`src/design/displayPkg.sv`:
```
`default_nettype none

package displayPkg;

	//////////////////////////////////////////////////////////////////////
	// Frame geometry.
	//////////////////////////////////////////////////////////////////////

	localparam int frameWidth = 160; // Pixels per line.
	localparam int frameHeight = 120; // Lines per frame.
	localparam int frameSize = frameWidth * frameHeight; // 19200 pixels.
	localparam int addrWidth = 15; // Enough for frameSize.
	localparam int colorWidth = 3; // Red in the MSB, then green, then blue.

	// Opcodes in the top two bits of every command word.
	localparam logic [1:0] opNop = 2'b00;
	localparam logic [1:0] opPixel = 2'b01;
	localparam logic [1:0] opFill = 2'b10;
	localparam logic [1:0] opSwap = 2'b11;

	typedef logic [addrWidth-1:0] pixelAddr_t; // Linear pixel address.
	typedef logic [colorWidth-1:0] color_t; // One RGB pixel.

	//////////////////////////////////////////////////////////////////////
	// Command word views.
	//////////////////////////////////////////////////////////////////////

	// Single pixel write.
	typedef struct packed {
		logic [1:0] opcode;
		logic [7:0] x; // Column.
		logic [6:0] y; // Row.
		color_t color;
		logic [3:0] padding;
	} pixelCmd_t;

	// Fill, swap and nop.
	typedef struct packed {
		logic [1:0] opcode;
		color_t fillColor; // Only meaningful for opFill.
		logic [18:0] reserved;
	} ctrlCmd_t;

	// Opcode lands on bits 23:22 in both views.
	typedef union packed {
		pixelCmd_t pixel;
		ctrlCmd_t ctrl;
	} displayCmd_t;

endpackage

`default_nettype wire
```
`src/design/scanOut.sv`:
```
`timescale 1ns/1ps
`default_nettype none

module scanOut import displayPkg::*;
(
	input logic clk,
	input logic reset,
	input logic displayEnable,
	input color_t readColor,
	output pixelAddr_t readAddr,
	output logic frameStart,
	output logic pixelValid,
	output color_t pixelColor
);

pixelAddr_t scanAddr; // Raster position, row major.
logic lastPixel;

assign readAddr = scanAddr;
assign lastPixel = (scanAddr == pixelAddr_t'(frameSize - 1));

// Only while scanning, otherwise it would sit high at address zero.
assign frameStart = displayEnable && (scanAddr == '0);

//////////////////////////////////////////////////////////////////////
// Raster counter.
//////////////////////////////////////////////////////////////////////

always_ff @(posedge clk)
begin
	if (reset)
	begin
		scanAddr <= '0;
	end
	else if (displayEnable)
	begin
		if (lastPixel)
		begin
			scanAddr <= '0; // Wrap to the next frame.
		end
		else
		begin
			scanAddr <= scanAddr + 1'b1;
		end
	end
end

// Enable delayed to line up with the registered RAM read.
always_ff @(posedge clk)
begin
	if (reset)
	begin
		pixelValid <= 1'b0;
	end
	else
	begin
		pixelValid <= displayEnable;
	end
end

assign pixelColor = readColor; // Already registered in the bank.

endmodule

`default_nettype wire

```
`config.mk`:
```
export PLATFORM = sky130hd
export DESIGN_NAME = scanOut
export DESIGN_NICKNAME = d
export VERILOG_FILES = /design/src/design/displayPkg.sv /design/src/design/scanOut.sv
export SDC_FILE = /design/constraint.sdc
export NUM_CORES = 1
export LEC_CHECK = 0
export BUFFER_PORTS_ARGS = -buffer_cell sky130_fd_sc_hd__buf_4
export CAP_MARGIN = 10
export CORE_UTILIZATION = 52
export DETAILED_ROUTE_END_ITERATION = 10
export PLACE_DENSITY = 0.91
export SLEW_MARGIN = 20
export SYNTH_ARGS = -nofsm -noshare
export SYNTH_HDL_FRONTEND = slang
export SYNTH_SLANG_ARGS = --single-unit
export TNS_END_PERCENT = 100
```
`constraint.sdc`:
```
create_clock -name clk -period 3.35 [get_ports clk]
set_clock_uncertainty 0.1 [all_clocks]
set_input_delay 0.5025 -clock clk [delete_from_list [all_inputs] [get_ports clk]]
set_output_delay 0.5025 -clock clk [all_outputs]
set_load 0.02 [all_outputs]
```
Word level (Yosys, flattened, before mapping):

Index checks and enable logic that the tools add are counted.

* flip-flop bits (word level): 16
* input bits: 6
* output and inout port bits: 20
* word-level logic and storage cells: 7

* add/sub/neg operators: 1
* eq/ne operators: 1
* mux-type cells: 1
* reduce and logical (&&, ||, !) cells: 2

Operators with widths (number)
* 15-bit by 1-bit adder with 15-bit output, second input constant: 1
* 15-bit equality test, second input constant: 1
* 15-bit zero test: 1
* 15-bit two-way mux: 1
* 1-bit logical AND: 1

Longest topological paths before layout:

* depth in word-level cells: 2
* depth in mapped cells: 6
* depth with buffers taken out: 5

Worst setup path before layout:

OpenSTA, ideal clock, no wires.

* kind: input to output
* start: in displayEnable
* end: out frameStart
* data arrival time: 1182 ps
* data required time: 2747 ps
* slack: 1565 ps
* stages: 4
* buffers on the path: 1
* cells stage by stage: buf_6 > nor4b_1 > nand2_1 > nor2_1

* word-level cells in the longest chain between the ends: 1

Ends and longest elaborated chain
* start: declaration: line scanOut.sv:8 `input logic displayEnable,`
* 1-bit logical AND: line scanOut.sv:23 `assign frameStart = displayEnable && (scanAddr == '0);`
* end: declaration: line scanOut.sv:11 `output logic frameStart,`

Every way passes these cells.

Worst setup path in the final report:

* start: reg scanAddr[8] (netlist: readAddr[8])
* end: out frameStart

* word-level cells in the longest chain between the ends: 2

Ends and longest elaborated chain
* start: declaration: line scanOut.sv:16 `pixelAddr_t scanAddr;`
* start signal: assignment: line scanOut.sv:43 `scanAddr <= scanAddr + 1'b1;`
* 15-bit zero test: line scanOut.sv:23
* 1-bit logical AND: line scanOut.sv:23

Every way passes these cells.

==> summary.md <==
| Metric | Value |
|---|---|
| Core area | about 1500 um2 |
| Yosys reg bits | 16 |
| Post-synthesis sequential area ratio | around 38% |
| Postcts setup bufs | 0 |
| Routability-driven placement congestion ratio | 0.8301 |
| Worst-path fanout max | 6 |
| Post-DP HPWL | between 1000 and 1500 um |
| Async SR Flop Fraction | 0% |
| Top post-synthesis cells by area | dfxtp_1, xor2_1, xnor2_1, nor2_1, nand4_1 |
| CTS tree | built |
| FF+latch area | 320.3 um2 |
| Syn Inst Count | between 90 and 100 |
| Multi-input logic area | 461.7 um2 |
| CP arrival | roughly 1.5 ns |
| Post-CTS sizing | 0 |
| Final Hold Viols | 0 |
| Number of diodes | 0 |
| Post-synth EDFFs | 0 |
| Tcrit/Tclk final | 63.27% |
| Port Buf Inserts | 19 |
| Sink Count | 16 |
| Post-route DRC | 0 |
| Setup Crit Path Kind | reg2out |
| Outcome | complete, no violations |
| CTS H-tree lvls | 1 |
| Gr usage total | 22.18% |
| Synth top cells by count | dfxtp_1, nor2_1, xor2_1 |
| Ratio of cells with drive above 1 in the final layout | 29.73% |
| Worst reg2reg endpoint | readAddr[9] |
| DR vias | ~700 |
| Synth top area share | roughly 38% |
| Cell Area, Synth | 845.8 um2 |
| Total CTS buffers | 3 |
| Max-slew headroom | about 64% |
| Hold_sp | reset |
| Hold Path Stages | 2 |
| Die H | about 42 um |
| Ys flop type | dfxtp_1 |
| Crit path time final | 2.120 ns |
| Fill count | 132 |
| Die X | between 40 and 50 um |
| Mapped Nets | a little over 100 |
| Max_cap viols | 0 |
| Upper clock frequency limit | 471.8 MHz |
| R2R Setup Slk | 1.50 ns |
| Initial Util | 56.15% |
| Most area-hungry cell type in the Yosys netlist | dfxtp_1 |
| Vias in the first global route | about 660 |
| Mapped Avg Cell Area | 8.998 um2 |
| P&R area growth vs syn | 17.31% |
| Clock latency on the worst-skew pair | 0.30 ns |
| GRT busiest layer | met2 |
| Row Count | 14 |
| Clock Pin Slew Worst Setup and Hold Paths | 0.10 ns |
| First-pass DRT Iterations | 4 |
| # IOs | 26 |
| CTS Buffer Depth | 2 |
| Critical path's slowest cell | nor4_2 |
| Worst VDD drop | ~0.00024 V |
| Final non-filler cell total | 127 |
| Die Area | 1792 um2 |
| Cell Count Post-Placement | around 120 |
| Avg Vias per Cell | 5.630 |
| Reg-to-reg startpoint | readAddr[1] |
| Final WS setup | around 1.2 ns |
| Worst Hold Path EP | readAddr[1] |
| Initial DRC count | 25 |
| Power Density | 356.0 nW/um2 |
| Max incr delay on CP | around 0.4 ns |
| RSZ-0062 raised after global routing | false |
| Util after Layout | between 60 and 70% |
| Crit. End Element | output port |
| Distinct cells, synth | 26 |
| Hold-fix buffers at CTS | 0 |
| Hold Crit Class | in2reg |
| Pins over their slew limit | 0 |
| Post-DRT Antenna Nets | 0 |
| Largest net degree at the start of global routing | 12 |
| Setup TNS | 0 ns |
| Routed len/inst | 13.38 um |
| Grt ovf | 0 |
| GR Util met1 | 25.61% |
| Final setup fails | 0 |
| First-pass GRT wire length | around 2900 um |
| Warnings from Yosys | 0 |
| Setup Slack @ Placement | 1.519 ns |
| Final WL | about 1700 um |
| Worst-Margin Slew | 0.5361 ns |
| Layout Nets | between 100 and 150 |
| Cell Chain, Critical Path | nor4_2, nand3_1, nor2_1, buf_4 |
| Top-count cell post-synth | dfxtp_1 |
| Initial antenna violation count | 0 |
| WP data required | approximately 2.8 ns |
| Cell depth of the worst flop-to-flop path | 5 |
| CP Launch Type | register |
| CTS root buffer | clkbuf_4 |
| Leak Pwr | between 0.4 and 0.5 nW |
| GR Util met2 | between 30% and 40% |
| Met3 Use GR | under 10% |
## power breakdown
part	internal, mW	switching [mW]	total, mW	leakage [nW]
Combinational	0.0108	0.0149	0.0257	0.256
Sequential	0.193	0.00300	0.196	0.129
Clock	0.0664	0.0656	0.132	0.0210
## sequential cells by signal (all words and copies together) (netlist names)
name,flops
readAddr,15
pixelValid,1
## metrics by stage
stage / instance area [um2] / power [mW] / hold WS (ns)
CTS: 992.2 / 0.3553 / 0.2899
detailed placement: 955.9 / 0.2258 / 0.4367
global route: 992.2 / 0.3704 / 0.2775
global placement: 955.9 / 0.2248 / 0.4249
finish: 992.2 / 0.3532 / 0.2867
floorplan: 845.8 / 0.2222 / 0.4716
## critical path: cells and delay by family (launching register included)
kind / cells / cell delay [ns]
DFF: 1 / 0.39
and+or+nand+nor: 3 / 0.68
buffers and inverters: 1 / 0.15
## cell type report
type	instances	area share (%)
sequential	16	32.28
timing repair buffer	19	14.38
inverter	3	1.135
tap	16	2.018
clock buffer	4	3.657
multi-input combinational	69	46.53
## kinds of logic (layout without fill, tap and decap cells)
| group | after synthesis | after routing | synth area share (%) |
|---|---|---|---|
| DFF | 16 | 16 | 37.87 |
| and+or+nand+nor | 51 | 51 | 35.65 |
| adders and majority gates | 2 | 2 | 2.958 |
| AOI/OAI and AO/OA | 3 | 3 | 2.515 |
| buffers and inverters | 9 | 26 | 7.544 |
| xor gates and xnor gates | 13 | 13 | 13.46 |
## how the worst max path moves through the flow
stage	start	end	slack, ns	depth (start not counted)
after floorplan	displayEnable	frameStart	1.57	4
after global placement	displayEnable	frameStart	1.56	5
after detailed placement	readAddr[0]	readAddr[9]	1.52	5
after CTS	readAddr[8]	frameStart	1.23	4
after global routing	readAddr[8]	frameStart	1.12	4
final	readAddr[8]	frameStart	1.23	4
## per-layer routing
metal,vias to the layer above,routed length [um]
met5,-,0
met4,0,46
met3,7,108
met2,24,790
met1,328,753
li1,356,-
## cell usage in the layout (no fill, tap or decap), types with 2 or more instances in the layout
cell,instances
xor2_1,7
xnor2_1,6
nor2_1,12
nand3_2,2
nand3_1,5
ha_1,2
and4_1,2
nor4_1,4
nand4_1,6
buf_4,19
nor2_2,3
a21oi_1,2
dfxtp_1,16
clkbuf_4,3
nand2b_1,2
nand2_1,5
and3_1,3
inv_1,3
Power figures use the tool's default switching activity.
