File: src/design/displayPkg.sv
`default_nettype none

package displayPkg;

	//////////////////////////////////////////////////////////////////////
	// Frame geometry.
	//////////////////////////////////////////////////////////////////////

	localparam int frameWidth = 160; // Pixels per line.
	localparam int frameHeight = 120; // Lines per frame.
	localparam int frameSize = frameWidth * frameHeight; // 19200 pixels.
	localparam int addrWidth = 15; // Enough for frameSize.
	localparam int colorWidth = 3; // Red in the MSB, then green, then blue.

	// Opcodes in the top two bits of every command word.
	localparam logic [1:0] opNop = 2'b00;
	localparam logic [1:0] opPixel = 2'b01;
	localparam logic [1:0] opFill = 2'b10;
	localparam logic [1:0] opSwap = 2'b11;

	typedef logic [addrWidth-1:0] pixelAddr_t; // Linear pixel address.
	typedef logic [colorWidth-1:0] color_t; // One RGB pixel.

	//////////////////////////////////////////////////////////////////////
	// Command word views.
	//////////////////////////////////////////////////////////////////////

	// Single pixel write.
	typedef struct packed {
		logic [1:0] opcode;
		logic [7:0] x; // Column.
		logic [6:0] y; // Row.
		color_t color;
		logic [3:0] padding;
	} pixelCmd_t;

	// Fill, swap and nop.
	typedef struct packed {
		logic [1:0] opcode;
		color_t fillColor; // Only meaningful for opFill.
		logic [18:0] reserved;
	} ctrlCmd_t;

	// Opcode lands on bits 23:22 in both views.
	typedef union packed {
		pixelCmd_t pixel;
		ctrlCmd_t ctrl;
	} displayCmd_t;

endpackage

`default_nettype wire
File: src/design/pixelCommandDecoder.sv
`timescale 1ns/1ps
`default_nettype none

module pixelCommandDecoder import displayPkg::*;
(
	input logic clk,
	input logic reset,
	input logic cmdValid,
	input displayCmd_t cmdWord,
	input logic fillBusy,
	output logic busy,
	output logic rangeError,
	output logic writeStrobe,
	output pixelAddr_t writeAddr,
	output color_t writeColor,
	output logic fillStrobe,
	output color_t fillColor,
	output logic swapStrobe
);

logic accept; // Command taken this cycle.
logic [1:0] opcode;
logic inRange; // Pixel coordinates inside the frame.
logic doPixel;
logic doFill;
logic doSwap;
pixelAddr_t rowBase; // y times 160.
pixelAddr_t linearAddr;

// A pending fill strobe covers the gap before the sequencer raises fillBusy.
assign busy = fillBusy || fillStrobe;
assign accept = cmdValid && !busy; // Offers while busy are dropped.

assign opcode = cmdWord.pixel.opcode; // Same bits in both views.

//////////////////////////////////////////////////////////////////////
// Pixel view decode.
//////////////////////////////////////////////////////////////////////

assign inRange = (cmdWord.pixel.x < 8'(frameWidth)) && (cmdWord.pixel.y < 7'(frameHeight));

// 160 is 128 plus 32.
assign rowBase = {1'b0, cmdWord.pixel.y, 7'b0} + {3'b0, cmdWord.pixel.y, 5'b0};
assign linearAddr = rowBase + {7'b0, cmdWord.pixel.x};

//////////////////////////////////////////////////////////////////////
// Opcode dispatch.
//////////////////////////////////////////////////////////////////////

always_comb
begin
	doPixel = 1'b0;
	doFill = 1'b0;
	doSwap = 1'b0;
	case (opcode)
		opPixel: doPixel = accept;
		opFill: doFill = accept;
		opSwap: doSwap = accept;
		opNop: ; // Taken and ignored.
	endcase
end

// Strobes are one cycle wide, the cycle after acceptance.
always_ff @(posedge clk)
begin
	if (reset)
	begin
		writeStrobe <= 1'b0;
		rangeError <= 1'b0;
		fillStrobe <= 1'b0;
		swapStrobe <= 1'b0;
	end
	else
	begin
		writeStrobe <= doPixel && inRange;
		rangeError <= doPixel && !inRange; // Nothing is written.
		fillStrobe <= doFill;
		swapStrobe <= doSwap;
	end
end

// Payload captured alongside the strobes.
always_ff @(posedge clk)
begin
	if (accept)
	begin
		writeAddr <= linearAddr;
		writeColor <= cmdWord.pixel.color;
		fillColor <= cmdWord.ctrl.fillColor; // Control view.
	end
end

endmodule

`default_nettype wire

File: config.mk
export PLATFORM = sky130hd
export DESIGN_NAME = pixelCommandDecoder
export DESIGN_NICKNAME = d
export VERILOG_FILES = /design/src/design/displayPkg.sv /design/src/design/pixelCommandDecoder.sv
export SDC_FILE = /design/constraint.sdc
export NUM_CORES = 1
export LEC_CHECK = 0
export BUFFER_PORTS_ARGS = -buffer_cell sky130_fd_sc_hd__buf_2
export CAP_MARGIN = 20
export CORE_UTILIZATION = 46
export DETAILED_ROUTE_END_ITERATION = 16
export PLACE_DENSITY = 0.88
export SYNTH_ARGS = -nofsm -noshare
export SYNTH_HDL_FRONTEND = slang
export SYNTH_SLANG_ARGS = --single-unit
File: constraint.sdc
create_clock -name clk -period 3.27 [get_ports clk]
set_input_delay 0.327 -clock clk [delete_from_list [all_inputs] [get_ports clk]]
set_output_delay 0.327 -clock clk [all_outputs]
set_load 0.1 [all_outputs]
# After elaboration in Yosys (flattened, before gate mapping)
# Cells that the tools add are included.
# op_classes
n_addsub	2
n_mux	1
n_lt_le_gt_ge	2
eq_ne	3
n_reduce_logical	9
bitwise_logic	2
# op_table
cell	count
14-bit by 12-bit adder with 15-bit output	1
15-bit by 8-bit adder with 15-bit output	1
8-bit less-than comparator, second input constant	1
7-bit less-than comparator, second input constant	1
2-bit == test, second input constant	2
1-bit logical AND	4
2-bit OR reduction	2
2-bit by 1-bit == test with 1-bit output, second input constant	1
1-bit zero test	2
1-bit NOT	2
1-bit logical OR	1
1-bit 2-to-1 mux	1
# totals
reg_bits	25
elab_cells	26
output_inout_bits	26
inputBits	28

# Longest topological paths before layout
# logic_depth
ltp_word	5
ltp_mapped	8
ltp_nobuf	8

# Worst setup path after synthesis
# Ideal clock, no wire load.
# synth_path
path_kind	register -> register
start	register fillStrobe
end	register rangeError
setup_ns	0.070
synth_period_minus_slack_ns	3.004
t_arrival_ns	2.935
required_time_ns	3.200
path_buffers	0
setup_slack_ns	0.266
path_stages_with_launch	5
cell_sequence	dfxtp_1 -> nor3b_1 -> nor2b_1 -> nand3b_1 -> a21oi_1
# synth_between
elab_chain_len	5
# synth_lines
item	line_no	rtl
start, declared	pixelCommandDecoder.sv:16	output logic fillStrobe,
start signal, assigned	pixelCommandDecoder.sv:77	fillStrobe <= doFill;
1-bit logical OR	pixelCommandDecoder.sv:31	assign busy = fillBusy || fillStrobe;
1-bit zero test	pixelCommandDecoder.sv:32	assign accept = cmdValid && !busy;
1-bit logical AND	pixelCommandDecoder.sv:32	
named net accept	pixelCommandDecoder.sv:21	logic accept;
1-bit 2-to-1 mux	pixelCommandDecoder.sv:55	case (opcode)
1-bit logical AND	pixelCommandDecoder.sv:76	rangeError <= doPixel && !inRange;
end signal, assigned	pixelCommandDecoder.sv:76	
end, declared	pixelCommandDecoder.sv:12	output logic rangeError,
# The timed path passes the listed nets, and every way through them passes these cells.
# A chain may end at the register's enable or synchronous reset.

# Final worst setup path
# layout_path
start	input port cmdWord[7] (netlist name)
end	register writeAddr[12] (data pin)
# layout_between
elab_chain_len	2
# layout_lines
item	line_no	rtl
start, declared	pixelCommandDecoder.sv:9	input displayCmd_t cmdWord,
14-bit by 12-bit adder with 15-bit output	pixelCommandDecoder.sv:43	assign rowBase = {1'b0, cmdWord.pixel.y, 7'b0} + {3'b0, cmdWord.pixel.y, 5'b0};
15-bit by 8-bit adder with 15-bit output	pixelCommandDecoder.sv:44	assign linearAddr = rowBase + {7'b0, cmdWord.pixel.x};
named net linearAddr[12]	pixelCommandDecoder.sv:28	pixelAddr_t linearAddr;
end signal, assigned	pixelCommandDecoder.sv:87	writeAddr <= linearAddr;
end, declared	pixelCommandDecoder.sv:14	output pixelAddr_t writeAddr,
# The timed path passes the listed nets, and every way through them passes these cells.

==> flow_summary.toml <==
[cts]
cts_made_buffers = 3
h-tree-depth = 1
postCtsSetupBuffers = 0
path_clk_slew_ns = 0.12
clk_latency_ns = 0.31
cts_max_path_buffers = 2
cts_tree = "done"
root_buffer = "clkbuf_4"
cts_sinks = 25
ctsResizeCount = 0
holdBufCountCts = 0

[timing]
tns_ns = 0
relSlewSlack_pct = 67.0
max_freq_ghz = 0.485
fin_skew_ns = 0.00235
period_share_pct = 63.0
setup_viol = 0
min_period_ns = 2.06
tightest_slew_ns = 0.498
grt_setup_unrepaired = "no"
drv_slew = 0
final_hold_viol_count = 0

[placement]
gp_congestion = 0.751
hpwl_mm = 1.94
port_buffers = 49
place_area_um2 = 1500

[global_routing]
antenna_found_initial = 0
grt_pass1_vias = 850
grt_pass1_wl_mm = 3.54
grt_usage_pct = 18.1
grt_overflow = 0
grt_start_max_net_pins = 23

[power]
p_sw_share_pct = 36.4
p_sw_mw = 0.278
p_per_area_nw_per_um2 = 499
p_int_mw = 0.486
p_total_mw = 0.764
leakage_nw = 0.712
comb_power_share_pct = 34.0
power_frac_clock_pct = 17.0
vdd_ir_drop_max_mv = 0.299
power_frac_seq_pct = 49.0

[synthesis]
ys_ff_latch = 25
syn_area_um2 = 1210
syn_nets = 133
ys_seq_area_share_pct = 58.8
yosysWarnings = 0
synth.distinct_cells = 27
synthCells = 90
avgSynthCellArea_um2 = 13.4

[cells_and_area]
nNetsFinal = 188
design_area_um2 = 1530
area_growth_pct = 26.6
n_antenna_cell = 0
drive_gt1_share_pct = 38.9
final_common_cell = "buf_2"
fillerInstances = 192
most-common-layout-cells = "buf_2 (49), edfxtp_1 (21), ha_1 (13)"

[detailed_routing]
drc = 0
ant_nets = 0
routed_wl_mm = 2.32
firstDrtPassIters = 4
first_iter_violations = 13
wl_per_cell_um = 13.3
via_per_inst = 5.21
vias = 906

[floorplan]
row_count = 18
coreArea_um2 = 2480
die-area_um2 = 2840
ios = 54
chipWidth_um = 53.3
initial_core_util_pct = 48.8
chipHeight_um = 53.3

[flow_run]
cap_violations = 0

[critical_path]
r2r_cells = 5
cp_max_fo = 4
startpoint_type = "input port"
endpoint_kind = "register"
worstSetupPathType = "input port to register"
cp.required_ns = 3.46
crit_arrival_ns = 2.25

[worst_hold_path]
whs_path_depth = 1
hp-class = "input port to register"

[run_status]
status = "finished, final reports clean"
## power by group through the flow
stage          clock network, mW  registers (mW)  logic [mW]
2_1_floorplan                  0           0.501      0.0878
6_report                   0.130           0.374       0.260
3_3_place_gp                   0           0.381       0.252
3_5_place_dp                   0           0.382       0.259
4_1_cts                    0.135           0.374       0.260
5_1_grt                    0.143           0.376       0.277
## metrics by stage
| step | std cells | utilization, % | hold WS (ns) | setup slack [ns] |
|---|---|---|---|---|
| 2_1_floorplan | 90 | - | 0.399 | 0.266 |
| 3_3_place_gp | 170 | 60.7 | 0.505 | 0.923 |
| 5_1_grt | 174 | 61.8 | 0.167 | 1.11 |
| 6_report | 174 | 61.8 | 0.181 | 1.21 |
| 4_1_cts | 174 | 61.8 | 0.174 | 1.21 |
| 3_5_place_dp | 170 | 60.7 | 0.506 | 0.880 |
## worst max-delay path, cell delays in order
cell	delay [ns]
buf_2	0.09
inv_1	0.05
fa_1	0.59
fa_1	0.27
nor2b_4	0.06
o31a_1	0.28
or4b_1	0.48
nand3_1	0.09
## cells in the mapped netlist, drive strengths merged
cell type | instances | area [µm²]
a21oi | 5 | 25.0
and3 | 1 | 6.26
dfxtp | 4 | 80.1
edfxtp | 21 | 631
fa | 2 | 40.0
ha | 13 | 163
inv | 8 | 30.0
mux2i | 1 | 10.0
nand2 | 3 | 11.3
nand2b | 1 | 6.26
nand3 | 1 | 5.00
nand3b | 1 | 7.51
nand4 | 1 | 6.26
nor2 | 5 | 18.8
nor2b | 4 | 32.5
nor3 | 1 | 5.00
nor3b | 1 | 7.51
o211a | 1 | 10.0
o211ai | 2 | 15.0
o21a | 1 | 7.51
o21ai | 5 | 25.0
o31a | 1 | 8.76
or2 | 1 | 6.26
or3 | 1 | 6.26
or4b | 1 | 10.0
xnor2 | 4 | 35.0
## cell families (layout without fill, tap and decap cells)
kind of cell	count (synthesis)	count (layout)	share of synthesized area [%]
AO/OA/AOI/OAI	15	15	7.56
XOR/XNOR	4	4	2.90
adder cells (fa/ha/maj)	15	15	16.8
buffers and inverters	8	62	2.48
flip-flops	25	25	58.8
multiplexers	1	1	0.828
AND/OR/NAND/NOR	22	22	10.7
## routing by layer
layer	up-vias	global-route usage, %	share of wire, %
met2	52	31.3	45
met5	-	0	0
met1	410	19.6	41
li1	435	-	-
met3	9	3.45	9.8
met4	0	12.7	3.5
## final timing paths
path | startpoint | to | slack (ns)
worst min register to register | fillStrobe | writeColor[0] | 0.82
worst max register to register | fillStrobe | rangeError | 1.88
worst min-delay path | cmdWord[17] | writeAddr[3] | 0.18
worst max-delay path | cmdWord[7] | writeAddr[12] | 1.21
## flip-flops by register name, summed over array words and instances (netlist names)
register	cells
fillStrobe	1
writeStrobe	1
writeColor	3
swapStrobe	1
fillColor	3
rangeError	1
writeAddr	15
## final cells by class
type	count	area, µm²	area share [%]
Clock buffer	4	26.3	1.72
Inverter	8	30.0	1.96
Multi-Input combinational cell	57	473	30.9
Sequential cell	25	711	46.4
Tap cell	30	37.5	2.45
Timing Repair Buffer	50	253	16.5
(Power assumes the default switching activity.)
